$ cat src/common/spi_pkg.sv
package spi_pkg;

    typedef logic [7:0] spi_byte_t;      // One byte on the host bus or the wire
    typedef logic [1:0] reg_addr_t;      // Register select
    typedef logic [2:0] div_sel_t;       // Half period is 2**div_sel HCLK cycles
    typedef logic [2:0] ss_code_t;       // Binary slave select code

    localparam reg_addr_t ADDR_CONTROL = 2'd0;   // Mode, divider and slave code
    localparam reg_addr_t ADDR_STATUS  = 2'd1;   // Busy, overrun and done flags
    localparam reg_addr_t ADDR_TXDATA  = 2'd2;   // Write starts a transfer
    localparam reg_addr_t ADDR_RXDATA  = 2'd3;   // Read clears done

    // Control register in bit order, msb first
    typedef struct packed {
        ss_code_t ss_code;               // Bits 7:5
        logic     cpha;                  // Bit 4
        logic     cpol;                  // Bit 3
        div_sel_t div_sel;               // Bits 2:0
    } spi_control_t;

    typedef struct packed {
        logic [4:0] reserved;            // Read as zero
        logic       busy;                // Bit 2
        logic       overrun;             // Bit 1
        logic       done;                // Bit 0
    } spi_status_t;

    // One host access as seen on a single HCLK cycle
    typedef struct packed {
        logic      cs;                   // Chip select
        logic      wr;                   // Write strobe
        logic      rd;                   // Read strobe
        reg_addr_t addr;                 // Register address
        spi_byte_t wdata;                // Write data
    } host_req_t;

    typedef struct packed {
        logic busy;                      // Transfer in progress
        logic word_done;                 // Pulse after the last sclk edge
        logic start_rejected;            // Pulse on a dropped transmit write
    } engine_stat_t;

endpackage

$ cat src/source/spi_master_top.sv
`timescale 1ns/1ps

module spi_master_top #(
    parameter int NUM_SS = 8                     // Slave select lines, 1 to 8
) (
    input  logic               HCLK,
    input  logic               slave_cs,
    input  logic               cs,
    input  logic               wr,
    input  logic               rd,
    input  spi_pkg::reg_addr_t addr,
    input  spi_pkg::spi_byte_t wdata,
    output spi_pkg::spi_byte_t rdata,
    input  logic               miso,
    output logic               mosi,
    output logic               sclk,
    output logic [NUM_SS-1:0]  ss
);

    spi_pkg::host_req_t    req;
    spi_pkg::spi_control_t control;
    spi_pkg::spi_status_t  status;
    spi_pkg::engine_stat_t eng_stat;             // From the shift engine
    spi_pkg::engine_stat_t rx_stat;              // Engine status with decoder reject
    spi_pkg::spi_byte_t    txdata;
    spi_pkg::spi_byte_t    rxdata;
    spi_pkg::spi_byte_t    rx_byte;
    logic                  start;
    logic                  start_rejected;
    logic                  rd_rx;
    logic                  run;
    logic                  lead_edge;
    logic                  trail_edge;

    if (NUM_SS < 1 || NUM_SS > 8) begin : g_num_ss_check
        $error("NUM_SS must be between 1 and 8");
    end

    assign req = '{cs: cs, wr: wr, rd: rd, addr: addr, wdata: wdata};

    always_comb begin
        rx_stat                = eng_stat;
        rx_stat.start_rejected = start_rejected; // Overrun is found in the decoder
    end

    // Active low select, codes at or above NUM_SS hit no line
    always_comb begin
        for (int i = 0; i < NUM_SS; i++) begin
            ss[i] = ~(eng_stat.busy && (control.ss_code == spi_pkg::ss_code_t'(i)));
        end
    end

    spi_reg_decode u_spi_reg_decode (
        .HCLK           (HCLK),
        .slave_cs       (slave_cs),
        .req            (req),
        .busy           (eng_stat.busy),
        .status         (status),
        .rxdata         (rxdata),
        .control        (control),
        .txdata         (txdata),
        .start          (start),
        .start_rejected (start_rejected),
        .rd_rx          (rd_rx),
        .rdata          (rdata)
    );

    spi_clock_gen u_spi_clock_gen (
        .HCLK       (HCLK),
        .slave_cs   (slave_cs),
        .run        (run),
        .div_sel    (control.div_sel),
        .cpol       (control.cpol),
        .sclk       (sclk),
        .lead_edge  (lead_edge),
        .trail_edge (trail_edge)
    );

    spi_shift_engine u_spi_shift_engine (
        .HCLK       (HCLK),
        .slave_cs   (slave_cs),
        .start      (start),
        .txdata     (txdata),
        .cpha       (control.cpha),
        .miso       (miso),
        .lead_edge  (lead_edge),
        .trail_edge (trail_edge),
        .run        (run),
        .mosi       (mosi),
        .stat       (eng_stat),
        .rx_byte    (rx_byte)
    );

    spi_rx_status u_spi_rx_status (
        .HCLK     (HCLK),
        .slave_cs (slave_cs),
        .stat     (rx_stat),
        .rx_byte  (rx_byte),
        .start    (start),
        .rd_rx    (rd_rx),
        .rxdata   (rxdata),
        .status   (status)
    );

    a_one_slave: assert property (
        @(posedge HCLK) disable iff (slave_cs)
        $onehot0(~ss)
    ) else $error("more than one slave select low");

endmodule

$ cat src/source/spi_reg_decode.sv
`timescale 1ns/1ps

module spi_reg_decode (
    input  logic                  HCLK,
    input  logic                  slave_cs,
    input  spi_pkg::host_req_t    req,
    input  logic                  busy,
    input  spi_pkg::spi_status_t  status,
    input  spi_pkg::spi_byte_t    rxdata,
    output spi_pkg::spi_control_t control,
    output spi_pkg::spi_byte_t    txdata,
    output logic                  start,
    output logic                  start_rejected,
    output logic                  rd_rx,
    output spi_pkg::spi_byte_t    rdata
);

    logic wr_en;                                 // Host write this cycle
    logic rd_en;                                 // Host read this cycle
    logic tx_wr;                                 // Write to transmit register
    logic engine_busy;                           // Busy or start already issued

    assign wr_en       = req.cs & req.wr;
    assign rd_en       = req.cs & req.rd;
    assign tx_wr       = wr_en & (req.addr == spi_pkg::ADDR_TXDATA);
    assign engine_busy = busy | start;           // Covers the cycle before busy rises

    // Control register
    always_ff @(posedge HCLK or posedge slave_cs) begin
        if (slave_cs) begin
            control <= '0;                       // CPOL 0 so sclk idles low
        end else if (wr_en && (req.addr == spi_pkg::ADDR_CONTROL)) begin
            control <= spi_pkg::spi_control_t'(req.wdata);
        end
    end

    // Transmit buffer keeps its value on a dropped write
    always_ff @(posedge HCLK) begin
        if (tx_wr && !engine_busy) begin
            txdata <= req.wdata;
        end
    end

    // One cycle strobes to the engine and result block
    always_ff @(posedge HCLK or posedge slave_cs) begin
        if (slave_cs) begin
            start          <= 1'b0;
            start_rejected <= 1'b0;
            rd_rx          <= 1'b0;
        end else begin
            start          <= tx_wr & ~engine_busy;   // Accepted transmit write
            start_rejected <= tx_wr & engine_busy;    // Overrun
            rd_rx          <= rd_en & (req.addr == spi_pkg::ADDR_RXDATA);
        end
    end

    // Read data is valid the cycle after the read
    always_ff @(posedge HCLK) begin
        if (rd_en) begin
            unique case (req.addr)
                spi_pkg::ADDR_CONTROL: rdata <= spi_pkg::spi_byte_t'(control);
                spi_pkg::ADDR_STATUS:  rdata <= spi_pkg::spi_byte_t'(status);
                spi_pkg::ADDR_TXDATA:  rdata <= txdata;
                spi_pkg::ADDR_RXDATA:  rdata <= rxdata;
            endcase
        end
    end

    // Start only reaches an idle engine and never pairs with a reject
    a_start_xor_reject: assert property (
        @(posedge HCLK) disable iff (slave_cs)
        start |-> (!start_rejected && !busy)
    ) else $error("start issued together with a reject or while the engine was busy");

endmodule

$ cat src/source/spi_rx_status.sv
`timescale 1ns/1ps

module spi_rx_status (
    input  logic                  HCLK,
    input  logic                  slave_cs,
    input  spi_pkg::engine_stat_t stat,
    input  spi_pkg::spi_byte_t    rx_byte,
    input  logic                  start,
    input  logic                  rd_rx,
    output spi_pkg::spi_byte_t    rxdata,
    output spi_pkg::spi_status_t  status
);

    logic done_q;                                // Sticky until read or new word
    logic overrun_q;                             // Sticky until next accepted write

    // Receive buffer
    always_ff @(posedge HCLK) begin
        if (stat.word_done) begin
            rxdata <= rx_byte;
        end
    end

    always_ff @(posedge HCLK or posedge slave_cs) begin
        if (slave_cs) begin
            done_q    <= 1'b0;
            overrun_q <= 1'b0;
        end else if (start) begin
            done_q    <= 1'b0;                   // New word clears both flags
            overrun_q <= 1'b0;
        end else begin
            if (rd_rx) begin
                done_q <= 1'b0;
            end
            if (stat.word_done) begin
                done_q <= 1'b1;                  // Set wins over a read
            end
            if (stat.start_rejected) begin
                overrun_q <= 1'b1;
            end
        end
    end

    assign status = '{
        reserved: '0,
        busy:     stat.busy,
        overrun:  overrun_q,
        done:     done_q
    };

    // Done only shows once the engine has gone idle
    a_done_not_busy: assert property (
        @(posedge HCLK) disable iff (slave_cs)
        stat.busy |-> !done_q
    ) else $error("done set while a transfer is running");

endmodule

$ cat src/spi_engine/spi_clock_gen.sv
`timescale 1ns/1ps

module spi_clock_gen (
    input  logic              HCLK,
    input  logic              slave_cs,
    input  logic              run,
    input  spi_pkg::div_sel_t div_sel,
    input  logic              cpol,
    output logic              sclk,
    output logic              lead_edge,
    output logic              trail_edge
);

    logic [6:0] div_cnt;                         // Wraps at 128, a multiple of every half period
    logic [6:0] half_m1;                         // Half period minus one
    logic       tick;                            // sclk toggles on the next HCLK edge

    assign half_m1 = 7'((8'd1 << div_sel) - 8'd1);

    // Low bits all ones marks the end of a half period
    assign tick = run && ((div_cnt & half_m1) == half_m1);

    // Both pulses are high in the cycle whose closing edge moves sclk
    assign lead_edge  = tick && (sclk == cpol);  // Leaving idle level
    assign trail_edge = tick && (sclk != cpol);  // Back to idle level

    always_ff @(posedge HCLK or posedge slave_cs) begin
        if (slave_cs) begin
            div_cnt <= '0;
            sclk    <= 1'b0;                     // Control resets with CPOL 0
        end else if (!run) begin
            div_cnt <= '0;                       // First edge a full half period after run
            sclk    <= cpol;                     // Park at idle level
        end else begin
            div_cnt <= div_cnt + 7'd1;
            if (tick) begin
                sclk <= ~sclk;
            end
        end
    end

    // Between transfers sclk only moves to follow a new CPOL
    a_sclk_idle: assert property (
        @(posedge HCLK) disable iff (slave_cs)
        $past(!run) |-> ($stable(sclk) || ($past(cpol) != $past(cpol, 2)))
    ) else $error("sclk moved while the clock generator was stopped");

endmodule

$ cat src/spi_engine/spi_shift_engine.sv
`timescale 1ns/1ps

module spi_shift_engine (
    input  logic                  HCLK,
    input  logic                  slave_cs,
    input  logic                  start,
    input  spi_pkg::spi_byte_t    txdata,
    input  logic                  cpha,
    input  logic                  miso,
    input  logic                  lead_edge,
    input  logic                  trail_edge,
    output logic                  run,
    output logic                  mosi,
    output spi_pkg::engine_stat_t stat,
    output spi_pkg::spi_byte_t    rx_byte
);

    typedef enum logic {
        IDLE,
        SHIFT
    } eng_state_t;

    eng_state_t         state;
    logic [4:0]         edge_cnt;                // sclk edges seen, 0 to 16
    logic               word_done;               // Registered end of word pulse
    spi_pkg::spi_byte_t tx_sr;                   // Outgoing bits, msb first
    spi_pkg::spi_byte_t rx_sr;                   // Incoming bits, shifted in at lsb
    logic               load;                    // Accept a new word
    logic               any_edge;
    logic               sample_edge;             // miso captured here
    logic               shift_edge;              // mosi moves here
    logic               last_edge;               // Sixteenth edge

    assign load        = (state == IDLE) && start;
    assign any_edge    = (state == SHIFT) && (lead_edge || trail_edge);
    assign sample_edge = (state == SHIFT) && (cpha ? trail_edge : lead_edge);
    assign shift_edge  = (state == SHIFT) && (cpha ? lead_edge : trail_edge);
    assign last_edge   = any_edge && (edge_cnt == 5'd15);

    assign run     = (state == SHIFT);
    assign rx_byte = rx_sr;

    // Rejects are found by the decoder and merged at the top
    assign stat = '{busy: run, word_done: word_done, start_rejected: 1'b0};

    // Busy FSM and edge counter
    always_ff @(posedge HCLK or posedge slave_cs) begin
        if (slave_cs) begin
            state     <= IDLE;
            edge_cnt  <= '0;
            word_done <= 1'b0;
        end else begin
            word_done <= last_edge;              // Same edge that drops busy
            case (state)
                IDLE: begin
                    if (start) begin
                        state    <= SHIFT;
                        edge_cnt <= '0;
                    end
                end
                SHIFT: begin
                    if (any_edge) begin
                        edge_cnt <= edge_cnt + 5'd1;
                    end
                    if (last_edge) begin
                        state <= IDLE;
                    end
                end
                default: state <= IDLE;
            endcase
        end
    end

    // mosi, msb first
    always_ff @(posedge HCLK or posedge slave_cs) begin
        if (slave_cs) begin
            mosi <= 1'b0;
        end else if (load) begin
            mosi <= cpha ? 1'b0 : txdata[7];     // CPHA 0 presents bit 7 before the first edge
        end else if (last_edge) begin
            mosi <= 1'b0;                        // Back to 0 between words
        end else if (shift_edge) begin
            mosi <= cpha ? tx_sr[7] : tx_sr[6];  // CPHA 0 already shows tx_sr[7]
        end
    end

    always_ff @(posedge HCLK) begin
        if (load) begin
            tx_sr <= txdata;
        end else if (shift_edge) begin
            tx_sr <= {tx_sr[6:0], 1'b0};
        end
    end

    always_ff @(posedge HCLK) begin
        if (sample_edge) begin
            rx_sr <= {rx_sr[6:0], miso};
        end
    end

    a_edge_cnt_max: assert property (
        @(posedge HCLK) disable iff (slave_cs)
        edge_cnt <= 5'd16
    ) else $error("edge count ran past 16");

endmodule
$ cat config.mk
export PLATFORM = sky130hd
export DESIGN_NAME = spi_master_top
export DESIGN_NICKNAME = d
export VERILOG_FILES = /design/src/common/spi_pkg.sv /design/src/source/spi_master_top.sv /design/src/source/spi_reg_decode.sv /design/src/source/spi_rx_status.sv /design/src/spi_engine/spi_clock_gen.sv /design/src/spi_engine/spi_shift_engine.sv
export SDC_FILE = /design/constraint.sdc
export NUM_CORES = 1
export LEC_CHECK = 0
export ABC_CLOCK_PERIOD_IN_PS = 3200
export BUFFER_PORTS_ARGS = -buffer_cell sky130_fd_sc_hd__buf_4
export CORE_MARGIN = 2
export CORE_UTILIZATION = 52
export DETAILED_ROUTE_END_ITERATION = 7
export PLACE_DENSITY = 0.75
export SYNTH_ARGS = -nofsm -noshare
export SYNTH_HDL_FRONTEND = slang
export SYNTH_SLANG_ARGS = --single-unit
$ cat constraint.sdc
create_clock -name HCLK -period 3.2 [get_ports HCLK]
set_clock_uncertainty 0.1 [all_clocks]
set_input_delay 0.48 -clock HCLK [delete_from_list [all_inputs] [get_ports HCLK]]
set_output_delay 0.48 -clock HCLK [all_outputs]
set_load 0.05 [all_outputs]
* Word-level counts from Yosys, hierarchy flattened
Cells that the tools add are included.
** Cells by class
- Add/sub/neg operators :: 3
- Equal/unequal tests :: 17
- Shift operators :: 1
- Multiplexer cells :: 24
- Bitwise logic cells :: 19
- Reduce and logical (&&, ||, !) cells :: 27
** Operators with widths (count)
- case mux 8 bit (4 select lines) :: 1
- logical AND 1 bit :: 18
- two-way mux 1 bit :: 16
- two-way mux 8 bit :: 2
- == test 3 bit (second input constant) :: 4
- inverter 1 bit :: 11
- two-way mux 5 bit :: 2
- case mux 5 bit (2 select lines) :: 1
- adder 7 x 1 -> 7 bit (second input constant) :: 1
- bitwise AND 7 bit :: 1
- == test 7 bit :: 1
- two-way mux 7 bit :: 1
- << shifter 1 x 3 -> 7 bit (first input constant) :: 1
- subtractor 7 x 1 -> 7 bit (second input constant) :: 1
- bitwise AND 1 bit :: 6
- == test 3 x 2 -> 1 bit (second input constant) :: 2
- inequality test 2 bit (second input constant) :: 3
- nonzero test 3 bit :: 2
- adder 5 x 1 -> 5 bit (second input constant) :: 1
- == test 5 x 4 -> 1 bit (second input constant) :: 1
- == test 2 bit (second input constant) :: 2
- nonzero test 2 bit :: 2
- == test 3 x 1 -> 1 bit (second input constant) :: 1
- zero test 3 bit :: 1
- 9 further kinds :: 9
** Word-level totals
- Bits in registers :: 69
- Output and inout port bits :: 18
- Word-level logic and storage cells :: 111

* Depth between registers and ports, before layout
Gate-level depths: netlist of the first run.
- Depth in word-level cells :: 11
- Mapped depth :: 11

* Modules after synthesis
Synthesis of the first run repeated with hierarchy kept, for this count alone.
** Second synthesis, totals
- Cell total of the unflattened synthesis :: 207
- Area total of the unflattened synthesis :: 3134.3 µm²
** By module, submodules not included
- spi_reg_decode :: times used 1, cells each 54, area each 1169.9 µm², seq. area each 755.7 µm²
- spi_shift_engine :: times used 1, cells each 75, area each 1062.3 µm², seq. area each 680.7 µm²
- spi_clock_gen :: times used 1, cells each 45, area each 441.7 µm², seq. area each 200.2 µm²
- spi_rx_status :: times used 1, cells each 25, area each 384.1 µm², seq. area each 290.3 µm²
- spi_master_top :: times used 1, cells each 8, area each 76.3 µm², seq. area each 0.0 µm²

* Worst setup path after synthesis of the first run
OpenSTA, ideal clock, no wires.
- Kind :: register to register
- From :: register, netlist name u_spi_reg_decode.control[1]
- To :: register u_spi_shift_engine.tx_sr[0] (enable)
- Setup time :: 0.384 ns
- Arrival :: 2.481 ns
- Data required time :: 2.716 ns
- Slack :: 0.235 ns
- Cell stages (with the launch flop) :: 9
- Buffers on the path :: 1
- Cells stage by stage :: dfrtp_1 -> buf_6 -> or3_4 -> ha_1 -> xor2_1 -> a221o_2 -> nor2_1 -> nand2_1 -> o21ai_0
** On the way
- Word-level cells in the longest chain between the ends :: 9
- Elaborated cells between the ends (all ways) :: 10
** RTL lines
- << shifter 1 x 3 -> 7 bit (*) :: RTL line spi_clock_gen.sv:18 : assign half_m1 = 7'((8'd1 << div_sel) - 8'd1);
- subtractor 7 x 1 -> 7 bit (*) :: RTL line spi_clock_gen.sv:18
- bitwise AND 7 bit :: RTL line spi_clock_gen.sv:21 : assign tick = run && ((div_cnt & half_m1) == half_m1);
- == test 7 bit (*) :: RTL line spi_clock_gen.sv:21
- logical AND 1 bit (*) :: RTL line spi_clock_gen.sv:21
- logical AND 1 bit (on tied branches) :: RTL line spi_clock_gen.sv:25, spi_clock_gen.sv:24
- two-way mux 1 bit (*) :: RTL line spi_shift_engine.sv:37 : assign shift_edge = (state == SHIFT) && (cpha ? lead_edge : trail_edge);
- logical AND 1 bit (*) :: RTL line spi_shift_engine.sv:37
- nonzero test 2 bit (no line) (*)
- end signal: assignment :: RTL line spi_shift_engine.sv:89 : tx_sr <= txdata;
- end signal: assignment :: RTL line spi_shift_engine.sv:91 : tx_sr <= {tx_sr[6:0], 1'b0};
- end: declaration :: RTL line spi_shift_engine.sv:26 : spi_pkg::spi_byte_t tx_sr;
Mark *: on every way between the ends. The rest lies on a longest branch, timed or not.
A chain may end at the register's enable or synchronous reset.

* Final worst setup path of the first run
- From :: register, netlist name u_spi_reg_decode.control[1]
- To :: register u_spi_shift_engine.rx_sr[2], in the netlist u_spi_shift_engine.rx_byte[2] (enable)
** On the way
- Word-level cells in the longest chain between the ends :: 8
- Elaborated cells between the ends (all ways) :: 9
** RTL lines
- << shifter 1 x 3 -> 7 bit (*) :: RTL line spi_clock_gen.sv:18
- subtractor 7 x 1 -> 7 bit (*) :: RTL line spi_clock_gen.sv:18
- bitwise AND 7 bit :: RTL line spi_clock_gen.sv:21
- == test 7 bit (*) :: RTL line spi_clock_gen.sv:21
- logical AND 1 bit (*) :: RTL line spi_clock_gen.sv:21
- logical AND 1 bit (on tied branches) :: RTL line spi_clock_gen.sv:24, spi_clock_gen.sv:25
- two-way mux 1 bit (*) :: RTL line spi_shift_engine.sv:36 : assign sample_edge = (state == SHIFT) && (cpha ? trail_edge : lead_edge);
- logical AND 1 bit (*) :: RTL line spi_shift_engine.sv:36
- via u_spi_shift_engine.sample_edge :: RTL line spi_shift_engine.sv:30 : logic sample_edge;
- end signal: assignment :: RTL line spi_shift_engine.sv:97 : rx_sr <= {rx_sr[6:0], miso};
- end: declaration :: RTL line spi_shift_engine.sv:27 : spi_pkg::spi_byte_t rx_sr;
Mark *: on every way through the listed nets, which the timed path passes. The rest lies on a longest branch.

==> out/metrics.cfg, run 1 <==
[synth]
netlist_area_mm2 = 0.00303
async_reset_ff_share_pct = 42.0
synthFlopType = edfxtp_1
synth_seq_area_share_pct = 63.6
synth_nets = 251
syn_avg_cell_area_um2 = 13.1
yosys.cell_types.count = 42
synthesis.instances = 231
synth-edff-count = 40
yosysWarnings = 0
ys_ff_latch = 69

[detailed_routing]
dr.pass1.iters = 4
drc = 0
vias = 1892
wirelength_um = 5760
drt_iter0_drc = 129
via_per_inst = 5.48
wl_per_cell_um = 16.7
antenna_left = 0

[cts]
post_cts.repair.setup_buffers = 0
cts_hold_buf = 0
cts_tree = yes
clock-sinks = 69
clk_pin_slew_ps = 70
cts_buffers = 9
clock_latency_ps = 330
clk_path_buf_depth = 2
htree_levels = 3
post_cts_resized = 0
cts_root_buf = clkbuf_8

[finish]
synthToLayoutAreaGrowth_pct = 16.1
fill_cells = 441
final_cell_mix = 40 x edfxtp_1, 37 x buf_4, 33 x nand2_1
drive_gt1_share_pct = 28.9
fin_area_mm2 = 0.00352
nets = 289
layout_commonest_cell = edfxtp_1
antenna_cells = 0

[setup_path]
critPathLaunchType = flop
crit_fanout = 8
crit_arrival_ps = 2560
regToRegSetupSlack_ps = 520
end_kind = flop
worstSetupPathType = flop to flop
reg2reg_from = u_spi_reg_decode.control[1]
timing.rr.end = u_spi_shift_engine.rx_byte[2]
required_ps = 3080
ff2ff_path_depth = 6

[placement]
placed_cell_area_mm2 = 0.00333
numPortBuffers = 33
gp_congestion = 0.806
dp_hpwl_um = 4110

[pwr]
peakVddDrop_v = 0.000480
power_per_cell_area_mw_per_mm2 = 681
p_leak_nw = 1.43

[grt]
gr-total-overflow = 0
grt_pass1_wl_um = 9690
grt_max_degree = 30
grt_pass1_vias = 1982
antenna_found_initial = 0
grtUsageTotal_pct = 20.7

[floorplan]
dieArea_mm2 = 0.00646
dieWidth_um = 80.4
ios = 34
core-area_mm2 = 0.00557
start_util_pct = 54.4
rows = 27
fp.dieH_um = 80.4

[worst_hold_path]
hold_class = input pin to asynchronous set/reset pin

[timing]
rsz0062_at_grt = false
period_minus_slack_ps = 2680
setup_viol = 0
slew_violations = 0
fin_tns_setup_ps = 0
finalCritPeriodShare_pct = 83.8
clock.fmax_ghz = 0.373
max_slew_margin_pct = 67.2
tightest_slew_ps = 490
finalHoldViolations = 0

[flow_run]
drv_cap = 0

[outcome]
status = finished clean

==> per-layer routing <==
| metal | vias to the layer above | part of all wire (%) | track usage, % |
|---|---|---|---|
| met5 | - | 0 | 0 |
| met4 | 0 | 1.8 | 7.29 |
| met3 | 9 | 6.7 | 6.97 |
| met2 | 61 | 47 | 31.9 |
| met1 | 923 | 45 | 27.7 |
| li1 | 899 | - | - |
==> where the power goes <==
part | internal, W | total [W] | switching (W)
Clock | 0.000355 | 0.000670 | 0.000315
Sequential | 0.00105 | 0.00117 | 0.000120
Combinational | 0.000240 | 0.000562 | 0.000321
==> synth_stat cells, types with 4 or more instances <==
| master | number | share of area [%] |
|---|---|---|
| edfxtp_1 | 40 | 40 |
| and3_1 | 4 | 0.83 |
| mux2i_1 | 4 | 1.3 |
| nand2_1 | 33 | 4.1 |
| xnor2_1 | 6 | 1.7 |
| mux2_2 | 13 | 4.8 |
| ha_1 | 4 | 1.7 |
| and2_1 | 4 | 0.83 |
| inv_1 | 8 | 0.99 |
| nor2_1 | 24 | 3.0 |
| nand3_1 | 7 | 1.2 |
| buf_6 | 4 | 1.5 |
| o21ai_0 | 5 | 0.83 |
| dfrtp_1 | 29 | 24 |
| clkbuf_1 | 6 | 0.74 |
| xor2_1 | 4 | 1.2 |
| a22o_1 | 5 | 1.4 |
==> how the worst max path moves through the flow <==
stage / from / to / slack (ps) / cells past startpoint
after global placement: u_spi_reg_decode.control[1] / u_spi_shift_engine.tx_sr[4] / 590 / 8
after CTS: u_spi_reg_decode.control[1] / u_spi_shift_engine.rx_byte[2] / 520 / 6
final: u_spi_reg_decode.control[1] / u_spi_shift_engine.rx_byte[2] / 520 / 6
after detailed placement: u_spi_reg_decode.control[0] / u_spi_shift_engine.tx_sr[5] / 560 / 8
after global routing: u_spi_reg_decode.control[1] / u_spi_shift_engine.rx_byte[2] / 400 / 6
after floorplan: u_spi_reg_decode.control[1] / u_spi_shift_engine.tx_sr[0] / 230 / 8
==> state kept, by name, indices dropped and copies added, names as in the netlist, 5 cells and up <==
register                     count
u_spi_shift_engine.tx_sr         8
u_spi_shift_engine.rx_byte       8
u_spi_shift_engine.edge_cnt      5
u_spi_reg_decode.txdata          8
u_spi_reg_decode.rdata           8
u_spi_clock_gen.div_cnt          7
u_spi_reg_decode.control         8
u_spi_rx_status.rxdata           8
==> critical path, cell delays in order (launching register included) <==
cell and delay [ps]:
dfrtp_1 470, or3_4 410, ha_1 240, xor2_1 170, a221o_2 400, nor3_4 140
and2_1 400
==> logic make-up after synthesis <==
group | after synthesis | share of synthesized area [%]
AND/OR/NAND/NOR | 88 | 14.1
flip-flops | 69 | 63.6
AO/OA/AOI/OAI | 22 | 6.11
multiplexers | 20 | 8.50
buffers and inverters | 18 | 3.22
XOR/XNOR | 10 | 2.89
adder cells (fa/ha/maj) | 4 | 1.65
==> area by class of cell <==
cell class	count	area, um2	share of cell area, %
multi-input combinational	144	1010	28.6
tap	72	90.1	2.56
inverter	8	30.0	0.853
clock inverter	6	65.1	1.85
sequential	69	1930	54.7
clock buffer	9	124	3.52
timing repair buffer	37	278	7.89
==> metrics by stage <==
step / instances / hold slack (ps) / total power [W] / worst slack (ps) / util [%]
finish: 345 / 118 / 0.00240 / 520 / 63.2
global route: 345 / 154 / 0.00254 / 401 / 63.2
CTS: 345 / 121 / 0.00242 / 525 / 63.2
detailed placement: 330 / 332 / 0.00175 / 561 / 59.8
global placement: 330 / 304 / 0.00173 / 589 / 59.8
floorplan: 231 / 300 / 0.00160 / 235 / -
(Power assumes the default switching activity.)
==> run 2, diff against run 1 <==
Settings changed: ABC_AREA from default to 1, ABC_CLOCK_PERIOD_IN_PS 3200 to 2700, CORE_UTILIZATION 52 to 57, PLACE_DENSITY 0.75 to 0.78.
Clock period 3.2 ns to 2.7 ns, I/O delays scaled along.
==> out/metrics.cfg, run 2 <==
[detailed_routing]
drc = 0
wl_per_cell_um = 14.7
drt_iter0_drc = 175
vias = 2208
wl_met1_um = 2630
wirelength_um = 6160
dr.pass1.iters = 4
dr_wl_met3_um = 429
antenna_left = 0
via_per_inst = 5.28
routed.top_layer = met4
met2WireLength_um = 2900

[floorplan]
core-area_mm2 = 0.00511
dieArea_mm2 = 0.00589
ios = 34
dieWidth_um = 76.7
start_util_pct = 59.0
rows = 26
fp.dieH_um = 76.7

[pwr]
switching_share_pct = 29.9
clockPowerShare_pct = 34.3
pwr-share-seq_pct = 45.8
peakVddDrop_v = 0.000623
power_per_cell_area_mw_per_mm2 = 801
p_leak_nw = 1.63
intPower_w = 0.00202
p_comb_share_pct = 20.0
switchingPower_w = 0.000863

[placement]
gp_congestion = 0.874
dp_slack_ps = 324
dp_hpwl_um = 4420
dp.cells = 402
numPortBuffers = 33
placed_cell_area_mm2 = 0.00336

[cts]
clock-sinks = 69
post_cts.repair.setup_buffers = 0
htree_levels = 3
cts_buffers = 9
cts_hold_buf = 0
cts_root_buf = clkbuf_8
clk_pin_slew_ps = 70
cts_tree = yes
post_cts_resized = 0
clk_path_buf_depth = 2
clock_latency_ps = 350

[grt]
grt_pass1_wl_um = 10000
grt_max_degree = 30
gr-total-overflow = 0
antenna_found_initial = 0
grtUsageTotal_pct = 22.5
grt_pass1_vias = 2105

[timing]
tightest_slew_ps = 513
fin_tns_setup_ps = 0
max_slew_margin_pct = 65.7
slew_violations = 0
finalHoldViolations = 0
rsz0062_at_grt = false
fin_ws_ps = 303
setup_viol = 0
clock.fmax_ghz = 0.417
finalCritPeriodShare_pct = 88.8
period_minus_slack_ps = 2400

[setup_path]
timing.rr.end = u_spi_shift_engine.tx_sr[5]
crit_path_start = u_spi_reg_decode.control[1]
critPathLaunchType = flop
ff2ff_path_depth = 11
crit_end = u_spi_shift_engine.tx_sr[5]
end_kind = flop
crit_fanout = 8
required_ps = 2630
crit_arrival_ps = 2320
regToRegSetupSlack_ps = 300
worstSetupPathType = flop to flop
reg2reg_from = u_spi_reg_decode.control[1]

[finish]
final_cell_mix = 83 x nand2_1, 40 x edfxtp_1, 39 x buf_4
fin_area_mm2 = 0.00360
synthToLayoutAreaGrowth_pct = 19.6
antenna_cells = 0
layout_commonest_cell = nand2_1
post-route-util_pct = 70.6
drive_gt1_share_pct = 20.7
fill_cells = 387
nets = 363
final_cells = 418

[outcome]
status = finished clean

[synth]
yosys-top-cells-area = edfxtp_1 40%, dfrtp_1 24%, nand2_1 10%, inv_1 4.1%, nor2_1 3.6%
synthesis.instances = 298
yosys.cell_types.count = 30
synth_nets = 318
synth_seq_area_share_pct = 63.9
synth-edff-count = 40
netlist_area_mm2 = 0.00301
syn_avg_cell_area_um2 = 10.1
yosys-top-cells-count = 83 x nand2_1, 40 x edfxtp_1, 33 x inv_1
ys_ff_latch = 69
synth_top_area_share_pct = 39.9
async_reset_ff_share_pct = 42.0
synthFlopType = edfxtp_1
yosysWarnings = 0
synth_area_leader_cell = edfxtp_1
synth.most_common_cell = nand2_1

[flow_run]
drv_cap = 0

[worst_hold_path]
hold_class = input pin to asynchronous set/reset pin

[run 2: final cells by class]
type,count,area [um2],area share (%)
flip-flops and latches,69,1930,53.5
clock buffers,13,179,4.96
well taps,70,87.6,2.43
multi-input cells,186,906,25.1
repair buffers,39,293,8.12
inverters,38,148,4.10
clock inverters,3,65.1,1.80
[run 2: power groups by stage]
stage | registers, W | logic (W) | clock network [W]
after floorplan | 0.00137 | 0.000381 | 0
after global placement | 0.00134 | 0.000562 | 0
after detailed placement | 0.00134 | 0.000573 | 0
after CTS | 0.00132 | 0.000578 | 0.000996
after global routing | 0.00133 | 0.000638 | 0.00104
final | 0.00132 | 0.000576 | 0.000989
[run 2: worst min path at each step]
stage / from / endpoint / slack [ps] / cells after the start
finish: slave_cs / u_spi_shift_engine.run / 30 / 3
detailed placement: u_spi_shift_engine.rx_byte[7] / u_spi_rx_status.rxdata[7] / 310 / 0
global placement: u_spi_shift_engine.rx_byte[7] / u_spi_rx_status.rxdata[7] / 310 / 0
CTS: slave_cs / u_spi_clock_gen.sclk / 30 / 3
floorplan: u_spi_shift_engine.rx_byte[7] / u_spi_rx_status.rxdata[7] / 300 / 0
global route: slave_cs / u_spi_shift_engine.mosi / 60 / 3
[run 2: stage by stage]
stage               power (W)  hold WS (ps)
floorplan             0.00175           300
global placement      0.00190           311
detailed placement    0.00191           310
CTS                   0.00289          31.4
global route          0.00301          62.0
finish                0.00289          28.0
[run 2: critical path, stage by stage (launching register included)]
cell and delay, ps:
dfrtp_1 490, nor2_4 170, nand2_2 80, ha_1 280
nor2_1 40, nor2_2 110, nand3_1 100, a21oi_2 120
nand3_2 150, nand2_4 140, nand2_2 70, inv_1 240
[run 2: cell families (layout without fill, tap and decap cells)]
kind of cell             count (synthesis)  count (layout)  synth area share, %
adder cells (fa/ha/maj)                  4               4                 1.66
XOR/XNOR                                 4               4                 1.16
AO/OA/AOI/OAI                           30              30                 5.81
AND/OR/NAND/NOR                        146             146                 20.7
buffers and inverters                   43              93                 6.02
multiplexers                             2               2                0.747
flip-flops                              69              69                 63.9
[run 2: metal layers]
| layer | GRT usage (%) | vias to the layer above |
|---|---|---|
| met5 | 0 | - |
| met4 | 11.8 | 0 |
| met3 | 5.06 | 21 |
| met2 | 34.2 | 78 |
| met1 | 30.4 | 1039 |
| li1 | - | 1070 |
